[config.mk]
export PLATFORM = sky130hd
export DESIGN_NAME = gpu_core
export DESIGN_NICKNAME = d
export VERILOG_FILES = /design/src/gpu_pkg.sv /design/src/gpu_reg_decode.sv /design/src/gpu_raster.sv /design/src/gpu_pxl_out.sv /design/src/gpu_core.sv
export SDC_FILE = /design/constraint.sdc
export NUM_CORES = 1
export LEC_CHECK = 0
export BUFFER_PORTS_ARGS = -buffer_cell sky130_fd_sc_hd__buf_4
export CAP_MARGIN = 25
export CORE_MARGIN = 5
export CORE_UTILIZATION = 45
export DETAILED_ROUTE_END_ITERATION = 16
export PLACE_DENSITY_LB_ADDON = 0.3
export SETUP_SLACK_MARGIN = 0.1
export SLEW_MARGIN = 0
export SYNTH_ARGS = -nofsm -noshare
export SYNTH_HDL_FRONTEND = slang
export SYNTH_SLANG_ARGS = --single-unit
[constraint.sdc]
create_clock -name cr_intf -period 2.9 [get_ports cr_intf]
set_input_delay 0.29 -clock cr_intf [delete_from_list [all_inputs] [get_ports cr_intf]]
set_output_delay 0.29 -clock cr_intf [all_outputs]
set_load 0.1 [all_outputs]
[src/gpu_pkg.sv]
/*
  2D graphics engine shared definitions
*/
`default_nettype none

package gpu_pkg;

  // Local bus geometry
  localparam int P_DATA_W = 32;
  localparam int P_ADDR_W = 8;

  // Pixel coordinate and colour widths
  localparam int P_X_W = 10;
  localparam int P_Y_W = 10;
  localparam int P_COLOR_W = 16;

  // Emitted-pixel counter, wraps at this width
  localparam int P_CNT_W = 20;

  // Register map, byte addresses
  localparam logic [P_ADDR_W-1:0] REG_CONTROL_ADDR = 8'h00;
  localparam logic [P_ADDR_W-1:0] REG_STATUS_ADDR = 8'h04;
  localparam logic [P_ADDR_W-1:0] REG_PXL_CNT_ADDR = 8'h08;

  // Job buffer, eight consecutive words
  // Word 0 action
  localparam logic [P_ADDR_W-1:0] REG_JOB_0_ADDR = 8'h10;
  // Word 1 shape
  localparam logic [P_ADDR_W-1:0] REG_JOB_1_ADDR = 8'h14;
  // Words 2 to 5 x0, y0, x1, y1
  localparam logic [P_ADDR_W-1:0] REG_JOB_2_ADDR = 8'h18;
  localparam logic [P_ADDR_W-1:0] REG_JOB_3_ADDR = 8'h1C;
  localparam logic [P_ADDR_W-1:0] REG_JOB_4_ADDR = 8'h20;
  localparam logic [P_ADDR_W-1:0] REG_JOB_5_ADDR = 8'h24;
  // Word 6 colour
  localparam logic [P_ADDR_W-1:0] REG_JOB_6_ADDR = 8'h28;
  // Word 7 spare, software scratch
  localparam logic [P_ADDR_W-1:0] REG_JOB_7_ADDR = 8'h2C;

  // Returned on reads of unmapped addresses
  localparam logic [P_DATA_W-1:0] RD_FILLER = 32'hdeadbabe;

  // Job actions, only DRAW starts the rasterizer
  typedef enum logic [1:0] {
    ACT_DRAW = 2'd0,
    ACT_FILL_RSVD = 2'd1,
    ACT_ALIAS_RSVD = 2'd2,
    ACT_NOP = 2'd3
  } action_t;

  // Supported shapes
  typedef enum logic [1:0] {
    SHP_POINT = 2'd0,
    SHP_HLINE = 2'd1,
    SHP_VLINE = 2'd2,
    SHP_RECT = 2'd3
  } shape_t;

  // Rasterizer FSM
  typedef enum logic {
    RS_IDLE = 1'b0,
    RS_WALK = 1'b1
  } raster_state_t;

endpackage

`default_nettype wire

[src/gpu_reg_decode.sv]
/*
  Register file and job decoder
*/
`timescale 1ns/10ps
`default_nettype none

module gpu_reg_decode
  import gpu_pkg::*;
(
  input  wire logic                cr_intf,
  input  wire logic                arst_n,
  input  wire logic [P_ADDR_W-1:0] lb_addr,
  input  wire logic                lb_wr_en,
  input  wire logic [P_DATA_W-1:0] lb_wr_data,
  input  wire logic                lb_rd_en,
  input  wire logic                busy,
  input  wire logic [P_CNT_W-1:0]  pxl_cnt,
  output logic                     lb_wr_valid,
  output logic                     lb_rd_valid,
  output logic [P_DATA_W-1:0]      lb_rd_data,
  output logic                     job_start,
  output action_t                  cur_action,
  output shape_t                   job_shape,
  output logic [P_X_W-1:0]         job_xmin,
  output logic [P_Y_W-1:0]         job_ymin,
  output logic [P_X_W-1:0]         job_xmax,
  output logic [P_Y_W-1:0]         job_ymax,
  output logic [P_COLOR_W-1:0]     job_color
);

  // Control and job buffer contents
  logic                 ctrl_en;
  action_t              job_action;
  shape_t               job_shape_q;
  logic [P_X_W-1:0]     job_x0;
  logic [P_Y_W-1:0]     job_y0;
  logic [P_X_W-1:0]     job_x1;
  logic [P_Y_W-1:0]     job_y1;
  logic [P_COLOR_W-1:0] job_color_q;
  logic [P_DATA_W-1:0]  job_spare;

  // Start request from a DRAW write to job word 0
  logic start_req;

  // Engine must be enabled and idle, and no start may already be pending
  assign start_req = lb_wr_en && (lb_addr == REG_JOB_0_ADDR)
                  && (lb_wr_data[1:0] == ACT_DRAW) && ctrl_en
                  && !busy && !job_start;

  // Bus writes, strobes and start pulse
  always_ff @(posedge cr_intf or negedge arst_n)
  begin
    if (!arst_n)
    begin
      ctrl_en <= 1'b0;
      job_action <= ACT_DRAW;
      job_shape_q <= SHP_POINT;
      job_x0 <= '0;
      job_y0 <= '0;
      job_x1 <= '0;
      job_y1 <= '0;
      job_color_q <= '0;
      job_spare <= '0;
      lb_wr_valid <= 1'b0;
      lb_rd_valid <= 1'b0;
      job_start <= 1'b0;
    end
    else
    begin
      if (lb_wr_en)
      begin
        case (lb_addr)
          REG_CONTROL_ADDR: ctrl_en <= lb_wr_data[0];
          REG_JOB_0_ADDR:   job_action <= action_t'(lb_wr_data[1:0]);
          REG_JOB_1_ADDR:   job_shape_q <= shape_t'(lb_wr_data[1:0]);
          REG_JOB_2_ADDR:   job_x0 <= lb_wr_data[P_X_W-1:0];
          REG_JOB_3_ADDR:   job_y0 <= lb_wr_data[P_Y_W-1:0];
          REG_JOB_4_ADDR:   job_x1 <= lb_wr_data[P_X_W-1:0];
          REG_JOB_5_ADDR:   job_y1 <= lb_wr_data[P_Y_W-1:0];
          REG_JOB_6_ADDR:   job_color_q <= lb_wr_data[P_COLOR_W-1:0];
          REG_JOB_7_ADDR:   job_spare <= lb_wr_data;
          default:          ;
        endcase
      end
      // One-cycle acknowledges
      lb_wr_valid <= lb_wr_en;
      lb_rd_valid <= lb_rd_en;
      job_start <= start_req;
    end
  end

  // Read mux, fields zero-extended
  always_ff @(posedge cr_intf)
  begin
    if (lb_rd_en)
    begin
      case (lb_addr)
        REG_CONTROL_ADDR: lb_rd_data <= {{(P_DATA_W-1){1'b0}}, ctrl_en};
        REG_STATUS_ADDR:  lb_rd_data <= {{(P_DATA_W-1){1'b0}}, busy};
        REG_PXL_CNT_ADDR: lb_rd_data <= {{(P_DATA_W-P_CNT_W){1'b0}}, pxl_cnt};
        REG_JOB_0_ADDR:   lb_rd_data <= {{(P_DATA_W-2){1'b0}}, job_action};
        REG_JOB_1_ADDR:   lb_rd_data <= {{(P_DATA_W-2){1'b0}}, job_shape_q};
        REG_JOB_2_ADDR:   lb_rd_data <= {{(P_DATA_W-P_X_W){1'b0}}, job_x0};
        REG_JOB_3_ADDR:   lb_rd_data <= {{(P_DATA_W-P_Y_W){1'b0}}, job_y0};
        REG_JOB_4_ADDR:   lb_rd_data <= {{(P_DATA_W-P_X_W){1'b0}}, job_x1};
        REG_JOB_5_ADDR:   lb_rd_data <= {{(P_DATA_W-P_Y_W){1'b0}}, job_y1};
        REG_JOB_6_ADDR:   lb_rd_data <= {{(P_DATA_W-P_COLOR_W){1'b0}}, job_color_q};
        REG_JOB_7_ADDR:   lb_rd_data <= job_spare;
        default:          lb_rd_data <= RD_FILLER;
      endcase
    end
  end

  // Corners ordered so the walk always runs min to max
  assign job_xmin = (job_x0 <= job_x1) ? job_x0 : job_x1;
  assign job_xmax = (job_x0 <= job_x1) ? job_x1 : job_x0;
  assign job_ymin = (job_y0 <= job_y1) ? job_y0 : job_y1;
  assign job_ymax = (job_y0 <= job_y1) ? job_y1 : job_y0;

  assign job_shape = job_shape_q;
  assign job_color = job_color_q;
  assign cur_action = job_action;

  // Read data only ever answers a read strobe
  a_rd_valid_follows_en: assert property (
    @(posedge cr_intf) disable iff (!arst_n)
    lb_rd_valid |-> $past(lb_rd_en)
  );

  // Start is a single pulse
  a_start_single: assert property (
    @(posedge cr_intf) disable iff (!arst_n)
    job_start |=> !job_start
  );

endmodule

`default_nettype wire

[src/gpu_raster.sv]
/*
  Shape rasterizer
*/
`timescale 1ns/10ps
`default_nettype none

module gpu_raster
  import gpu_pkg::*;
(
  input  wire logic                 cr_intf,
  input  wire logic                 arst_n,
  input  wire logic                 job_start,
  input  wire shape_t               job_shape,
  input  wire logic [P_X_W-1:0]     job_xmin,
  input  wire logic [P_Y_W-1:0]     job_ymin,
  input  wire logic [P_X_W-1:0]     job_xmax,
  input  wire logic [P_Y_W-1:0]     job_ymax,
  input  wire logic [P_COLOR_W-1:0] job_color,
  input  wire logic                 rast_ready,
  output logic                      busy,
  output logic                      rast_valid,
  output logic [P_X_W-1:0]          rast_x,
  output logic [P_Y_W-1:0]          rast_y,
  output logic [P_COLOR_W-1:0]      rast_color
);

  raster_state_t state;

  // Walk window latched at job start
  logic [P_X_W-1:0] row_x;
  logic [P_X_W-1:0] end_x;
  logic [P_Y_W-1:0] end_y;

  // Current position and colour
  logic [P_X_W-1:0]     cur_x;
  logic [P_Y_W-1:0]     cur_y;
  logic [P_COLOR_W-1:0] color_q;

  // Window end points derived from the shape
  logic [P_X_W-1:0] end_x_d;
  logic [P_Y_W-1:0] end_y_d;

  logic accept;
  logic row_end;
  logic last_pix;
  logic launch;

  // Lines and points collapse the box to one row or column
  always_comb
  begin
    case (job_shape)
      SHP_HLINE:
      begin
        end_x_d = job_xmax;
        end_y_d = job_ymin;
      end
      SHP_VLINE:
      begin
        end_x_d = job_xmin;
        end_y_d = job_ymax;
      end
      SHP_RECT:
      begin
        end_x_d = job_xmax;
        end_y_d = job_ymax;
      end
      default:
      begin
        end_x_d = job_xmin;
        end_y_d = job_ymin;
      end
    endcase
  end

  assign launch = (state == RS_IDLE) && job_start;
  assign accept = rast_valid && rast_ready;
  assign row_end = (cur_x == end_x);
  assign last_pix = row_end && (cur_y == end_y);

  // FSM, leaves walk the cycle after the last accepted pixel
  always_ff @(posedge cr_intf or negedge arst_n)
  begin
    if (!arst_n)
    begin
      state <= RS_IDLE;
    end
    else
    begin
      case (state)
        RS_IDLE:
        begin
          if (job_start)
          begin
            state <= RS_WALK;
          end
        end
        RS_WALK:
        begin
          if (accept && last_pix)
          begin
            state <= RS_IDLE;
          end
        end
        default: state <= RS_IDLE;
      endcase
    end
  end

  // Position advances only on accepted pixels, x fastest
  always_ff @(posedge cr_intf)
  begin
    if (launch)
    begin
      row_x <= job_xmin;
      end_x <= end_x_d;
      end_y <= end_y_d;
      cur_x <= job_xmin;
      cur_y <= job_ymin;
      color_q <= job_color;
    end
    else if (accept && !last_pix)
    begin
      if (row_end)
      begin
        cur_x <= row_x;
        cur_y <= cur_y + 1'b1;
      end
      else
      begin
        cur_x <= cur_x + 1'b1;
      end
    end
  end

  // A pixel is on offer for the whole walk
  assign busy = (state == RS_WALK);
  assign rast_valid = (state == RS_WALK);
  assign rast_x = cur_x;
  assign rast_y = cur_y;
  assign rast_color = color_q;

  // Decoder must hold off starts during a walk
  a_no_start_busy: assert property (
    @(posedge cr_intf) disable iff (!arst_n)
    job_start |-> !busy
  );

  // Position frozen under back-pressure
  a_stall_stable: assert property (
    @(posedge cr_intf) disable iff (!arst_n)
    (rast_valid && !rast_ready) |=> ($stable(rast_x) && $stable(rast_y))
  );

endmodule

`default_nettype wire

[src/gpu_pxl_out.sv]
/*
  Pixel output stage
*/
`timescale 1ns/10ps
`default_nettype none

module gpu_pxl_out
  import gpu_pkg::*;
(
  input  wire logic                 cr_intf,
  input  wire logic                 arst_n,
  input  wire action_t              cur_action,
  input  wire logic                 rast_valid,
  input  wire logic [P_X_W-1:0]     rast_x,
  input  wire logic [P_Y_W-1:0]     rast_y,
  input  wire logic [P_COLOR_W-1:0] rast_color,
  input  wire logic                 pxl_ready,
  output logic                      rast_ready,
  output logic                      pxl_valid,
  output logic [P_X_W-1:0]          pxl_x,
  output logic [P_Y_W-1:0]          pxl_y,
  output logic [P_COLOR_W-1:0]      pxl_color,
  output logic [P_CNT_W-1:0]        pxl_cnt
);

  logic draw_sel;
  logic full_q;
  // Set while the rasterizer has not yet handed over a pixel of the job
  logic idle_seen;
  logic take;
  logic give;

  // Only the draw engine drives the port
  assign draw_sel = (cur_action == ACT_DRAW);
  assign pxl_valid = full_q && draw_sel;
  // Empty, or being emptied this cycle
  assign rast_ready = draw_sel && (!full_q || pxl_ready);
  assign take = rast_valid && rast_ready;
  assign give = pxl_valid && pxl_ready;

  always_ff @(posedge cr_intf or negedge arst_n)
  begin
    if (!arst_n)
    begin
      full_q <= 1'b0;
      idle_seen <= 1'b1;
      pxl_cnt <= '0;
    end
    else
    begin
      if (take)
        full_q <= 1'b1;
      else if (give)
        full_q <= 1'b0;
      // Rasterizer goes quiet between jobs
      if (!rast_valid)
        idle_seen <= 1'b1;
      else if (take)
        idle_seen <= 1'b0;
      // First pixel of a job restarts the count
      if (take && idle_seen)
        pxl_cnt <= '0;
      else if (give)
        pxl_cnt <= pxl_cnt + 1'b1;
    end
  end

  // Holding register data
  always_ff @(posedge cr_intf)
  begin
    if (take)
    begin
      pxl_x <= rast_x;
      pxl_y <= rast_y;
      pxl_color <= rast_color;
    end
  end

  // Offered pixel holds until taken, unless the action leaves DRAW
  a_pxl_hold: assert property (
    @(posedge cr_intf) disable iff (!arst_n)
    (pxl_valid && !pxl_ready) |=> (cur_action != ACT_DRAW)
      || (pxl_valid && $stable(pxl_x) && $stable(pxl_y) && $stable(pxl_color))
  );

endmodule

`default_nettype wire

[src/gpu_core.sv]
/*
  Graphics engine core
*/
`timescale 1ns/10ps
`default_nettype none

module gpu_core
  import gpu_pkg::*;
(
  input  wire logic                cr_intf,
  input  wire logic                arst_n,
  input  wire logic [P_ADDR_W-1:0] lb_addr,
  input  wire logic                lb_wr_en,
  input  wire logic [P_DATA_W-1:0] lb_wr_data,
  input  wire logic                lb_rd_en,
  input  wire logic                pxl_ready,
  output logic                     lb_wr_valid,
  output logic                     lb_rd_valid,
  output logic [P_DATA_W-1:0]      lb_rd_data,
  output logic                     pxl_valid,
  output logic [P_X_W-1:0]         pxl_x,
  output logic [P_Y_W-1:0]         pxl_y,
  output logic [P_COLOR_W-1:0]     pxl_color
);

  // Decoder to rasterizer
  logic                 job_start;
  shape_t               job_shape;
  logic [P_X_W-1:0]     job_xmin;
  logic [P_Y_W-1:0]     job_ymin;
  logic [P_X_W-1:0]     job_xmax;
  logic [P_Y_W-1:0]     job_ymax;
  logic [P_COLOR_W-1:0] job_color;
  logic                 busy;

  // Rasterizer to output stage
  logic                 rast_valid;
  logic                 rast_ready;
  logic [P_X_W-1:0]     rast_x;
  logic [P_Y_W-1:0]     rast_y;
  logic [P_COLOR_W-1:0] rast_color;

  // Output stage back to decoder
  action_t              cur_action;
  logic [P_CNT_W-1:0]   pxl_cnt;

  gpu_reg_decode u_reg_decode (
    .cr_intf(cr_intf), .arst_n(arst_n),
    .lb_addr(lb_addr), .lb_wr_en(lb_wr_en), .lb_wr_data(lb_wr_data),
    .lb_rd_en(lb_rd_en), .busy(busy), .pxl_cnt(pxl_cnt),
    .lb_wr_valid(lb_wr_valid), .lb_rd_valid(lb_rd_valid), .lb_rd_data(lb_rd_data),
    .job_start(job_start), .cur_action(cur_action), .job_shape(job_shape),
    .job_xmin(job_xmin), .job_ymin(job_ymin), .job_xmax(job_xmax),
    .job_ymax(job_ymax), .job_color(job_color)
  );

  gpu_raster u_raster (
    .cr_intf(cr_intf), .arst_n(arst_n),
    .job_start(job_start), .job_shape(job_shape),
    .job_xmin(job_xmin), .job_ymin(job_ymin), .job_xmax(job_xmax),
    .job_ymax(job_ymax), .job_color(job_color), .rast_ready(rast_ready),
    .busy(busy), .rast_valid(rast_valid),
    .rast_x(rast_x), .rast_y(rast_y), .rast_color(rast_color)
  );

  gpu_pxl_out u_pxl_out (
    .cr_intf(cr_intf), .arst_n(arst_n), .cur_action(cur_action),
    .rast_valid(rast_valid), .rast_x(rast_x), .rast_y(rast_y),
    .rast_color(rast_color), .pxl_ready(pxl_ready), .rast_ready(rast_ready),
    .pxl_valid(pxl_valid), .pxl_x(pxl_x), .pxl_y(pxl_y),
    .pxl_color(pxl_color), .pxl_cnt(pxl_cnt)
  );

endmodule

`default_nettype wire

=== Word-level counts from Yosys, hierarchy flattened ===
Index checks and enable logic that the tools add are counted.

* Output and inout port bits: 71
* Input port bits: 45
* Logic and storage cells: 108
* Register bits: 253

* Reduce and logical (&&, ||, !) cells: 38
* Eq/ne operators: 16
* Mux-type cells: 22
* $add $sub $neg: 3
* Bitwise operators: 1
* $lt $le $gt $ge: 2

{| class="wikitable"
|+ Operators by type and width
! cell !! number
|-
| case mux 32 bit (11 select lines) || 1
|-
| two-way mux 10 bit || 12
|-
| two-way mux 20 bit || 2
|-
| == test 8 x 5 -> 1 bit, second input constant || 4
|-
| == test 8 x 6 -> 1 bit, second input constant || 4
|-
| adder 10 x 1 -> 10 bit, second input constant || 2
|-
| adder 20 x 1 -> 20 bit, second input constant || 1
|-
| == test 10 bit || 2
|-
| less-or-equal comparator 10 bit || 2
|-
| AND reduction 2 bit || 10
|-
| logical AND 1 bit || 14
|-
| == test 8 x 3 -> 1 bit, second input constant || 1
|-
| == test 8 x 4 -> 1 bit, second input constant || 1
|-
| zero test 8 bit || 1
|-
| nonzero test 2 bit || 4
|-
| two-way mux 1 bit || 6
|-
| == test 2 bit, second input constant || 2
|-
| zero test 1 bit || 4
|-
| zero test 2 bit || 2
|-
| OR reduction 2 bit || 2
|-
| == test 2 x 1 -> 1 bit, second input constant || 1
|-
| != test 2 x 1 -> 1 bit, second input constant || 1
|-
| case mux 1 bit (2 select lines) || 1
|-
| logical OR 1 bit || 1
|-
| NOT 1 bit || 1
|}

=== Depth between registers and ports, before layout ===
* Depth in word-level cells: 7
* Mapped depth: 9

=== Hierarchy ===
Synthesis repeated with hierarchy kept, for this count alone.

* Cell total of the unflattened synthesis: 1,037
* Area, all modules: 12,617.1 µm²

{| class="wikitable"
|+ By module, submodules not included
! module !! area each (µm²) !! cells an instance !! instances !! seq. area each (µm²)
|-
| gpu_reg_decode || 7,275.7 || 663 || 1 || 3,363.2
|-
| gpu_raster || 3,118.0 || 218 || 1 || 2,006.9
|-
| gpu_pxl_out || 2,223.4 || 156 || 1 || 1,632.8
|}

=== Worst setup path after synthesis ===
No wires, ideal clock.

* Path type: flip-flop to flip-flop
* Start point: reg u_reg_decode.job_action[0] (netlist: u_reg_decode.cur_action[0])
* End point: reg u_raster.cur_y[0] (netlist: u_raster.rast_y[0]), enable pin
* Data arrival time: 2,710 ps
* Slack: -201 ps
* Cell stages (with the launch flop): 6
* Path buffers: 1
* Data required time: 2,509 ps
* Cells stage by stage: dfrtp_1 -> nor2_1 -> and3_1 -> clkbuf_1 -> nand2_1 -> o21ai_0

* Word-level cells in the longest chain between the ends: 6

{| class="wikitable"
|+ Ends and longest elaborated chain
! element !! RTL line !! text
|-
| start, declared || gpu_reg_decode.sv:33 || <nowiki>action_t job_action;</nowiki>
|-
| start signal, assigned || gpu_reg_decode.sv:74 || <nowiki>REG_JOB_0_ADDR: job_action <= action_t'(lb_wr_data[1:0]);</nowiki>
|-
| zero test 2 bit || gpu_pxl_out.sv:34 || <nowiki>assign draw_sel = (cur_action == ACT_DRAW);</nowiki>
|-
| logical AND 1 bit || gpu_pxl_out.sv:37 || <nowiki>assign rast_ready = draw_sel && (!full_q || pxl_ready);</nowiki>
|-
| logical AND 1 bit || - ||
|-
| net u_pxl_out.take || gpu_pxl_out.sv:30 || <nowiki>logic take;</nowiki>
|-
| logical AND 1 bit || gpu_raster.sv:121 || <nowiki>else if (accept && !last_pix)</nowiki>
|-
| nonzero test 2 bit (no line) || - ||
|-
| AND reduction 2 bit (no line) || - ||
|-
| end signal, assigned || gpu_raster.sv:118 || <nowiki>cur_y <= job_ymin;</nowiki>
|-
| end signal, assigned || gpu_raster.sv:126 || <nowiki>cur_y <= cur_y + 1'b1;</nowiki>
|-
| end, declared || gpu_raster.sv:36 || <nowiki>logic [P_Y_W-1:0] cur_y;</nowiki>
|}

The timed path passes the listed nets, and every way through them passes these cells.
A chain may end at the register's enable or synchronous reset.

=== Worst setup path after layout ===
* Start point: reg u_reg_decode.job_x1[8]
* End point: reg u_raster.end_x[5], data pin

* Word-level cells in the longest chain between the ends: 3
* Elaborated cells between the ends (all ways): 4

{| class="wikitable"
|+ Ends and longest elaborated chain
! element !! RTL line !! text
|-
| start, declared || gpu_reg_decode.sv:37 || <nowiki>logic [P_X_W-1:0] job_x1;</nowiki>
|-
| start signal, assigned || gpu_reg_decode.sv:78 || <nowiki>REG_JOB_4_ADDR: job_x1 <= lb_wr_data[P_X_W-1:0];</nowiki>
|-
| less-or-equal comparator 10 bit * || gpu_reg_decode.sv:115, gpu_reg_decode.sv:116 ||
|-
| two-way mux 10 bit (on tied branches) || gpu_reg_decode.sv:115, gpu_reg_decode.sv:116 ||
|-
| two-way mux 10 bit * || gpu_raster.sv:51 || <nowiki>case (job_shape)</nowiki>
|-
| net u_raster.end_x_d[5] || gpu_raster.sv:40 || <nowiki>logic [P_X_W-1:0] end_x_d;</nowiki>
|-
| end signal, assigned || gpu_raster.sv:115 || <nowiki>end_x <= end_x_d;</nowiki>
|-
| end, declared || gpu_raster.sv:31 || <nowiki>logic [P_X_W-1:0] end_x;</nowiki>
|}

Mark *: on every way through the listed nets, which the timed path passes. The rest lies on a longest branch.

==> metrics.txt <==
# TYPE chip_impl_metric gauge
chip_impl_info{name="outcome",value="finished, final reports clean"} 1
chip_impl_metric{name="initial_drc_count",unit=""} 655
chip_impl_metric{name="synthesis.instances",unit=""} 879
chip_impl_metric{name="reg2reg_slack",unit="ps"} 180
chip_impl_metric{name="final_cells",unit=""} 1417
chip_impl_metric{name="fraction_of_post_synthesis_cell_area_in_the_top_cell_type_by_area",unit="%"} 34.8
chip_impl_metric{name="worst_clock_skew",unit="ps"} 19.3
chip_impl_metric{name="synthToLayoutAreaGrowth",unit="%"} 23.3
chip_impl_metric{name="p_comb_share",unit="%"} 21.7
chip_impl_metric{name="detail_route.drc_violations",unit=""} 0
chip_impl_metric{name="timing.final.crit_share",unit="%"} 93.8
chip_impl_metric{name="ys_seq_elements",unit=""} 253
chip_impl_metric{name="dp_hpwl",unit="mm"} 21.4
chip_impl_info{name="worst_flop_to_flop_path_startpoint",value="u_reg_decode.job_x1[8]"} 1
chip_impl_metric{name="synth.net_count",unit=""} 947
chip_impl_metric{name="grt.total_usage",unit="%"} 20.3
chip_impl_metric{name="drive_above_1_share",unit="%"} 31.8
chip_impl_metric{name="multi_input_comb_area",unit="mm²"} 0.00433
chip_impl_metric{name="wire_length_of_the_first_global_routing_pass",unit="mm"} 46.3
chip_impl_metric{name="ff2ff_path_depth",unit=""} 8
chip_impl_metric{name="placement.io_buffers",unit=""} 115
chip_impl_metric{name="crit_path_max_fanout",unit=""} 10
chip_impl_info{name="ctsRootBufferMaster",value="sky130_fd_sc_hd__clkbuf_16"} 1
chip_impl_info{name="setup.worst_path.class",value="reg -> reg"} 1
chip_impl_info{name="cts_tree",value="yes"} 1
chip_impl_metric{name="placedCellCount",unit=""} 1343
chip_impl_metric{name="clock.fmax",unit="GHz"} 0.368
chip_impl_metric{name="post-cts-setup-buffer-count",unit=""} 0
chip_impl_info{name="rr_endpoint",value="u_raster.end_x[5]"} 1
chip_impl_metric{name="die_area",unit="mm²"} 0.0290
chip_impl_metric{name="grt_pass1_vias",unit=""} 8014
chip_impl_metric{name="stdcell_area",unit="mm²"} 0.0143
chip_impl_metric{name="fillerInstances",unit=""} 2088
chip_impl_metric{name="slew_headroom",unit="%"} 43.4
chip_impl_info{name="synth.largest_area_cell",value="sky130_fd_sc_hd__edfxtp_1"} 1
chip_impl_metric{name="ioPinCount",unit=""} 116
chip_impl_metric{name="syn_area",unit="mm²"} 0.0116
chip_impl_info{name="yosys.cell_count.top_type",value="sky130_fd_sc_hd__edfxtp_1"} 1
chip_impl_metric{name="avgViaCountPerCell",unit=""} 5.66
chip_impl_info{name="netlist_top_cells_count",value="134 x sky130_fd_sc_hd__edfxtp_1, 123 x sky130_fd_sc_hd__mux2_2, 118 x sky130_fd_sc_hd__dfrtp_1"} 1
chip_impl_metric{name="number_of_flops_mapped_to_enable_cells_by_yosys",unit=""} 134
chip_impl_metric{name="globalRoute.totalOverflow",unit=""} 0
chip_impl_info{name="rsz0062_at_grt",value="yes"} 1
chip_impl_metric{name="first_pass_drt_iterations",unit=""} 4
chip_impl_metric{name="die_height",unit="µm"} 170
chip_impl_metric{name="power_frac_seq",unit="%"} 44.0
chip_impl_metric{name="slew_at_the_pin_with_the_worst_max_slew_slack",unit="ps"} 847
chip_impl_info{name="setup.worst_path.start_class",value="register"} 1
chip_impl_metric{name="postRouteAntennaNets",unit=""} 0
chip_impl_metric{name="placement.cell_area",unit="mm²"} 0.0132
chip_impl_metric{name="power_leakage",unit="nW"} 5.90
chip_impl_metric{name="final.setup.tns",unit="ps"} 0
chip_impl_metric{name="antenna_cells",unit=""} 0
chip_impl_info{name="ys_dominant_reg_cell",value="sky130_fd_sc_hd__edfxtp_1"} 1
chip_impl_info{name="critical_path.endpoint_type",value="register"} 1
chip_impl_metric{name="power_density",unit="mW/mm²"} 686
chip_impl_metric{name="synth_async_sr_flop_share",unit="%"} 47.0
chip_impl_metric{name="initial_core_util",unit="%"} 45.8
chip_impl_metric{name="timing.final.setup_violations",unit=""} 0
chip_impl_metric{name="seq_area",unit="mm²"} 0.00700
chip_impl_metric{name="grt_max_degree",unit=""} 56
chip_impl_metric{name="grt_antenna_before_repair",unit=""} 0
chip_impl_metric{name="final_critical_path_setup_slack",unit="ps"} 181
chip_impl_metric{name="clkSinkCount",unit=""} 253
chip_impl_metric{name="die_width",unit="µm"} 170
chip_impl_metric{name="cts_max_path_buffers",unit=""} 3
chip_impl_metric{name="synth.yosys.warnings",unit=""} 0
chip_impl_metric{name="cts_made_buffers",unit=""} 27
chip_impl_metric{name="gp_congestion",unit=""} 0.855
chip_impl_metric{name="power.share.switching",unit="%"} 31.3
chip_impl_info{name="endpoint_worst_hold",value="u_reg_decode.job_x1[5]"} 1
chip_impl_metric{name="clk_pin_slew_worst_paths",unit="ps"} 60
chip_impl_metric{name="detailedPlace.worstSlack",unit="ps"} 171
chip_impl_metric{name="worstHoldPathCells",unit=""} 2
chip_impl_metric{name="post_layout_minimum_cycle_time",unit="ps"} 2720
chip_impl_metric{name="number_of_rows_in_the_core_area",unit=""} 58
chip_impl_metric{name="synthDistinctLibCells",unit=""} 55
chip_impl_metric{name="insertion_delay",unit="ps"} 550
chip_impl_metric{name="power.clock.fraction",unit="%"} 34.3
chip_impl_metric{name="via_count",unit=""} 8019
chip_impl_metric{name="worst_hold_slack_across_all_endpoints",unit="ps"} 43.6
chip_impl_metric{name="finalNetCount",unit=""} 1134
chip_impl_metric{name="intPower",unit="mW"} 6.72
chip_impl_metric{name="maxSlewViolCount",unit=""} 0
chip_impl_metric{name="ir_worst_vdd",unit="V"} 0.000532
chip_impl_info{name="min_path_type",value="in -> reg"} 1
chip_impl_metric{name="timing.max_cap.violations",unit=""} 0
chip_impl_metric{name="crit_path_required_time",unit="ps"} 3190
chip_impl_metric{name="routed_wl",unit="mm"} 29.9
chip_impl_metric{name="netSwitchingPower",unit="mW"} 3.07
chip_impl_metric{name="syn_avg_cell_area",unit="µm²"} 13.2
chip_impl_info{name="synth.area.top_cells",value="sky130_fd_sc_hd__edfxtp_1 35%, sky130_fd_sc_hd__dfrtp_1 26%, sky130_fd_sc_hd__mux2_2 12%, sky130_fd_sc_hd__ha_1 2.5%, sky130_fd_sc_hd__nand2_1 2.3%"} 1
chip_impl_metric{name="synth_seq_area_share",unit="%"} 60.5
chip_impl_metric{name="worst_ep_arrival_time",unit="ps"} 3010
chip_impl_info{name="timing.hold.worst.start",value="lb_wr_data[5]"} 1
chip_impl_metric{name="final-hold-violation-count",unit=""} 0
chip_impl_metric{name="routedWlPerCell",unit="µm"} 21.1
chip_impl_metric{name="core_region_area",unit="mm²"} 0.0253
chip_impl_metric{name="cts.htree.levels",unit=""} 1
## registers in the layout, summed over array words and instances, names as in the netlist, 16 cells and up
name and count:
u_raster.rast_color 16, u_pxl_out.pxl_color 16, u_pxl_out.pxl_cnt 20, u_reg_decode.job_spare 32, u_reg_decode.job_color 16, u_reg_decode.lb_rd_data 32
## worst max-delay path by stage
stage	startpoint	to	slack (ps)	depth (start not counted)
2_1_floorplan	u_reg_decode.cur_action[0]	pxl_valid	130	1
5_1_grt	u_reg_decode.job_x1[8]	u_raster.end_x[5]	90	8
3_5_place_dp	u_reg_decode.job_x1[8]	u_raster.end_x[4]	170	8
4_1_cts	u_reg_decode.job_x1[8]	u_raster.end_x[8]	160	8
6_report	u_reg_decode.job_x1[8]	u_raster.end_x[5]	180	8
3_3_place_gp	u_reg_decode.job_x1[8]	u_raster.end_x[8]	250	8
## power by group through the flow
| stage | Sequential (mW) | Clock [mW] | Combinational (mW) |
|---|---|---|---|
| final | 4.31 | 3.36 | 2.13 |
| after global routing | 4.34 | 3.59 | 2.25 |
| after CTS | 4.31 | 3.41 | 2.11 |
| after detailed placement | 4.38 | 0 | 2.08 |
| after global placement | 4.36 | 0 | 2.05 |
| after floorplan | 4.96 | 0 | 0.829 |
## final cells by class
class / count / share of cell area [%]
multi-input combinational: 561 / 30.3
timing repair buffer: 192 / 10.8
inverter: 31 / 0.815
clock buffer: 40 / 5.43
tap: 330 / 2.89
clock inverter: 10 / 0.649
sequential: 253 / 49.1
## kinds of logic after synthesis
logic type               after synthesis  synth area share (%)
XOR/XNOR                              52                  3.94
AO/OA/AOI/OAI                        105                  7.15
buffers and inverters                 65                  2.18
flip-flops                           253                  60.5
multiplexers                         135                  13.0
adder cells (fa/ha/maj)               23                  2.49
AND/OR/NAND/NOR                      246                  10.7
## critical path: stages, from the launching register on
cell and delay (ps):
sky130_fd_sc_hd__dfrtp_1 420, sky130_fd_sc_hd__inv_1 60, sky130_fd_sc_hd__ha_1 300, sky130_fd_sc_hd__and4_1 260, sky130_fd_sc_hd__o211a_1 150, sky130_fd_sc_hd__a2111o_1 460, sky130_fd_sc_hd__a221oi_4 280, sky130_fd_sc_hd__buf_6 190
sky130_fd_sc_hd__mux2_2 340
## per-stage QoR
step	util, %	total power [mW]
3_5_place_dp	52.1	6.45
3_3_place_gp	52.1	6.41
6_report	56.5	9.79
4_1_cts	56.5	9.83
2_1_floorplan	-	5.79
5_1_grt	56.5	10.2
## routing by layer
| metal | part of all wire, % | up-vias | track usage, % |
|---|---|---|---|
| met2 | 49 | 235 | 33.1 |
| met5 | 0 | - | 0 |
| met1 | 44 | 4061 | 28.6 |
| li1 | - | 3683 | - |
| met3 | 6.1 | 40 | 3.79 |
| met4 | 1.6 | 0 | 4.69 |
## what timing repair did
item	in CTS	in global routing
endpoints found under the hold margin	80	0
hold buffers	24	0
endpoints found under the setup margin	0	31
gates resized for setup	0	3
## cell usage in the layout (no fill, tap or decap), types with 11 or more instances in the layout
| master | netlist | routed |
|---|---|---|
| sky130_fd_sc_hd__nor2_1 | 52 | 51 |
| sky130_fd_sc_hd__xnor2_1 | 29 | 29 |
| sky130_fd_sc_hd__xor2_1 | 23 | 23 |
| sky130_fd_sc_hd__buf_4 | 0 | 164 |
| sky130_fd_sc_hd__mux2i_1 | 12 | 12 |
| sky130_fd_sc_hd__mux2_2 | 123 | 123 |
| sky130_fd_sc_hd__edfxtp_1 | 134 | 134 |
| sky130_fd_sc_hd__nand3_1 | 24 | 24 |
| sky130_fd_sc_hd__a22oi_1 | 22 | 22 |
| sky130_fd_sc_hd__nand4_1 | 30 | 30 |
| sky130_fd_sc_hd__ha_1 | 23 | 23 |
| sky130_fd_sc_hd__o21ai_0 | 12 | 11 |
| sky130_fd_sc_hd__clkbuf_16 | 0 | 27 |
| sky130_fd_sc_hd__dlygate4sd3_1 | 0 | 24 |
| sky130_fd_sc_hd__nand2_1 | 72 | 72 |
| sky130_fd_sc_hd__inv_1 | 30 | 30 |
| sky130_fd_sc_hd__dfrtp_1 | 118 | 118 |
Note: power is estimated with default switching activity, not from simulation.
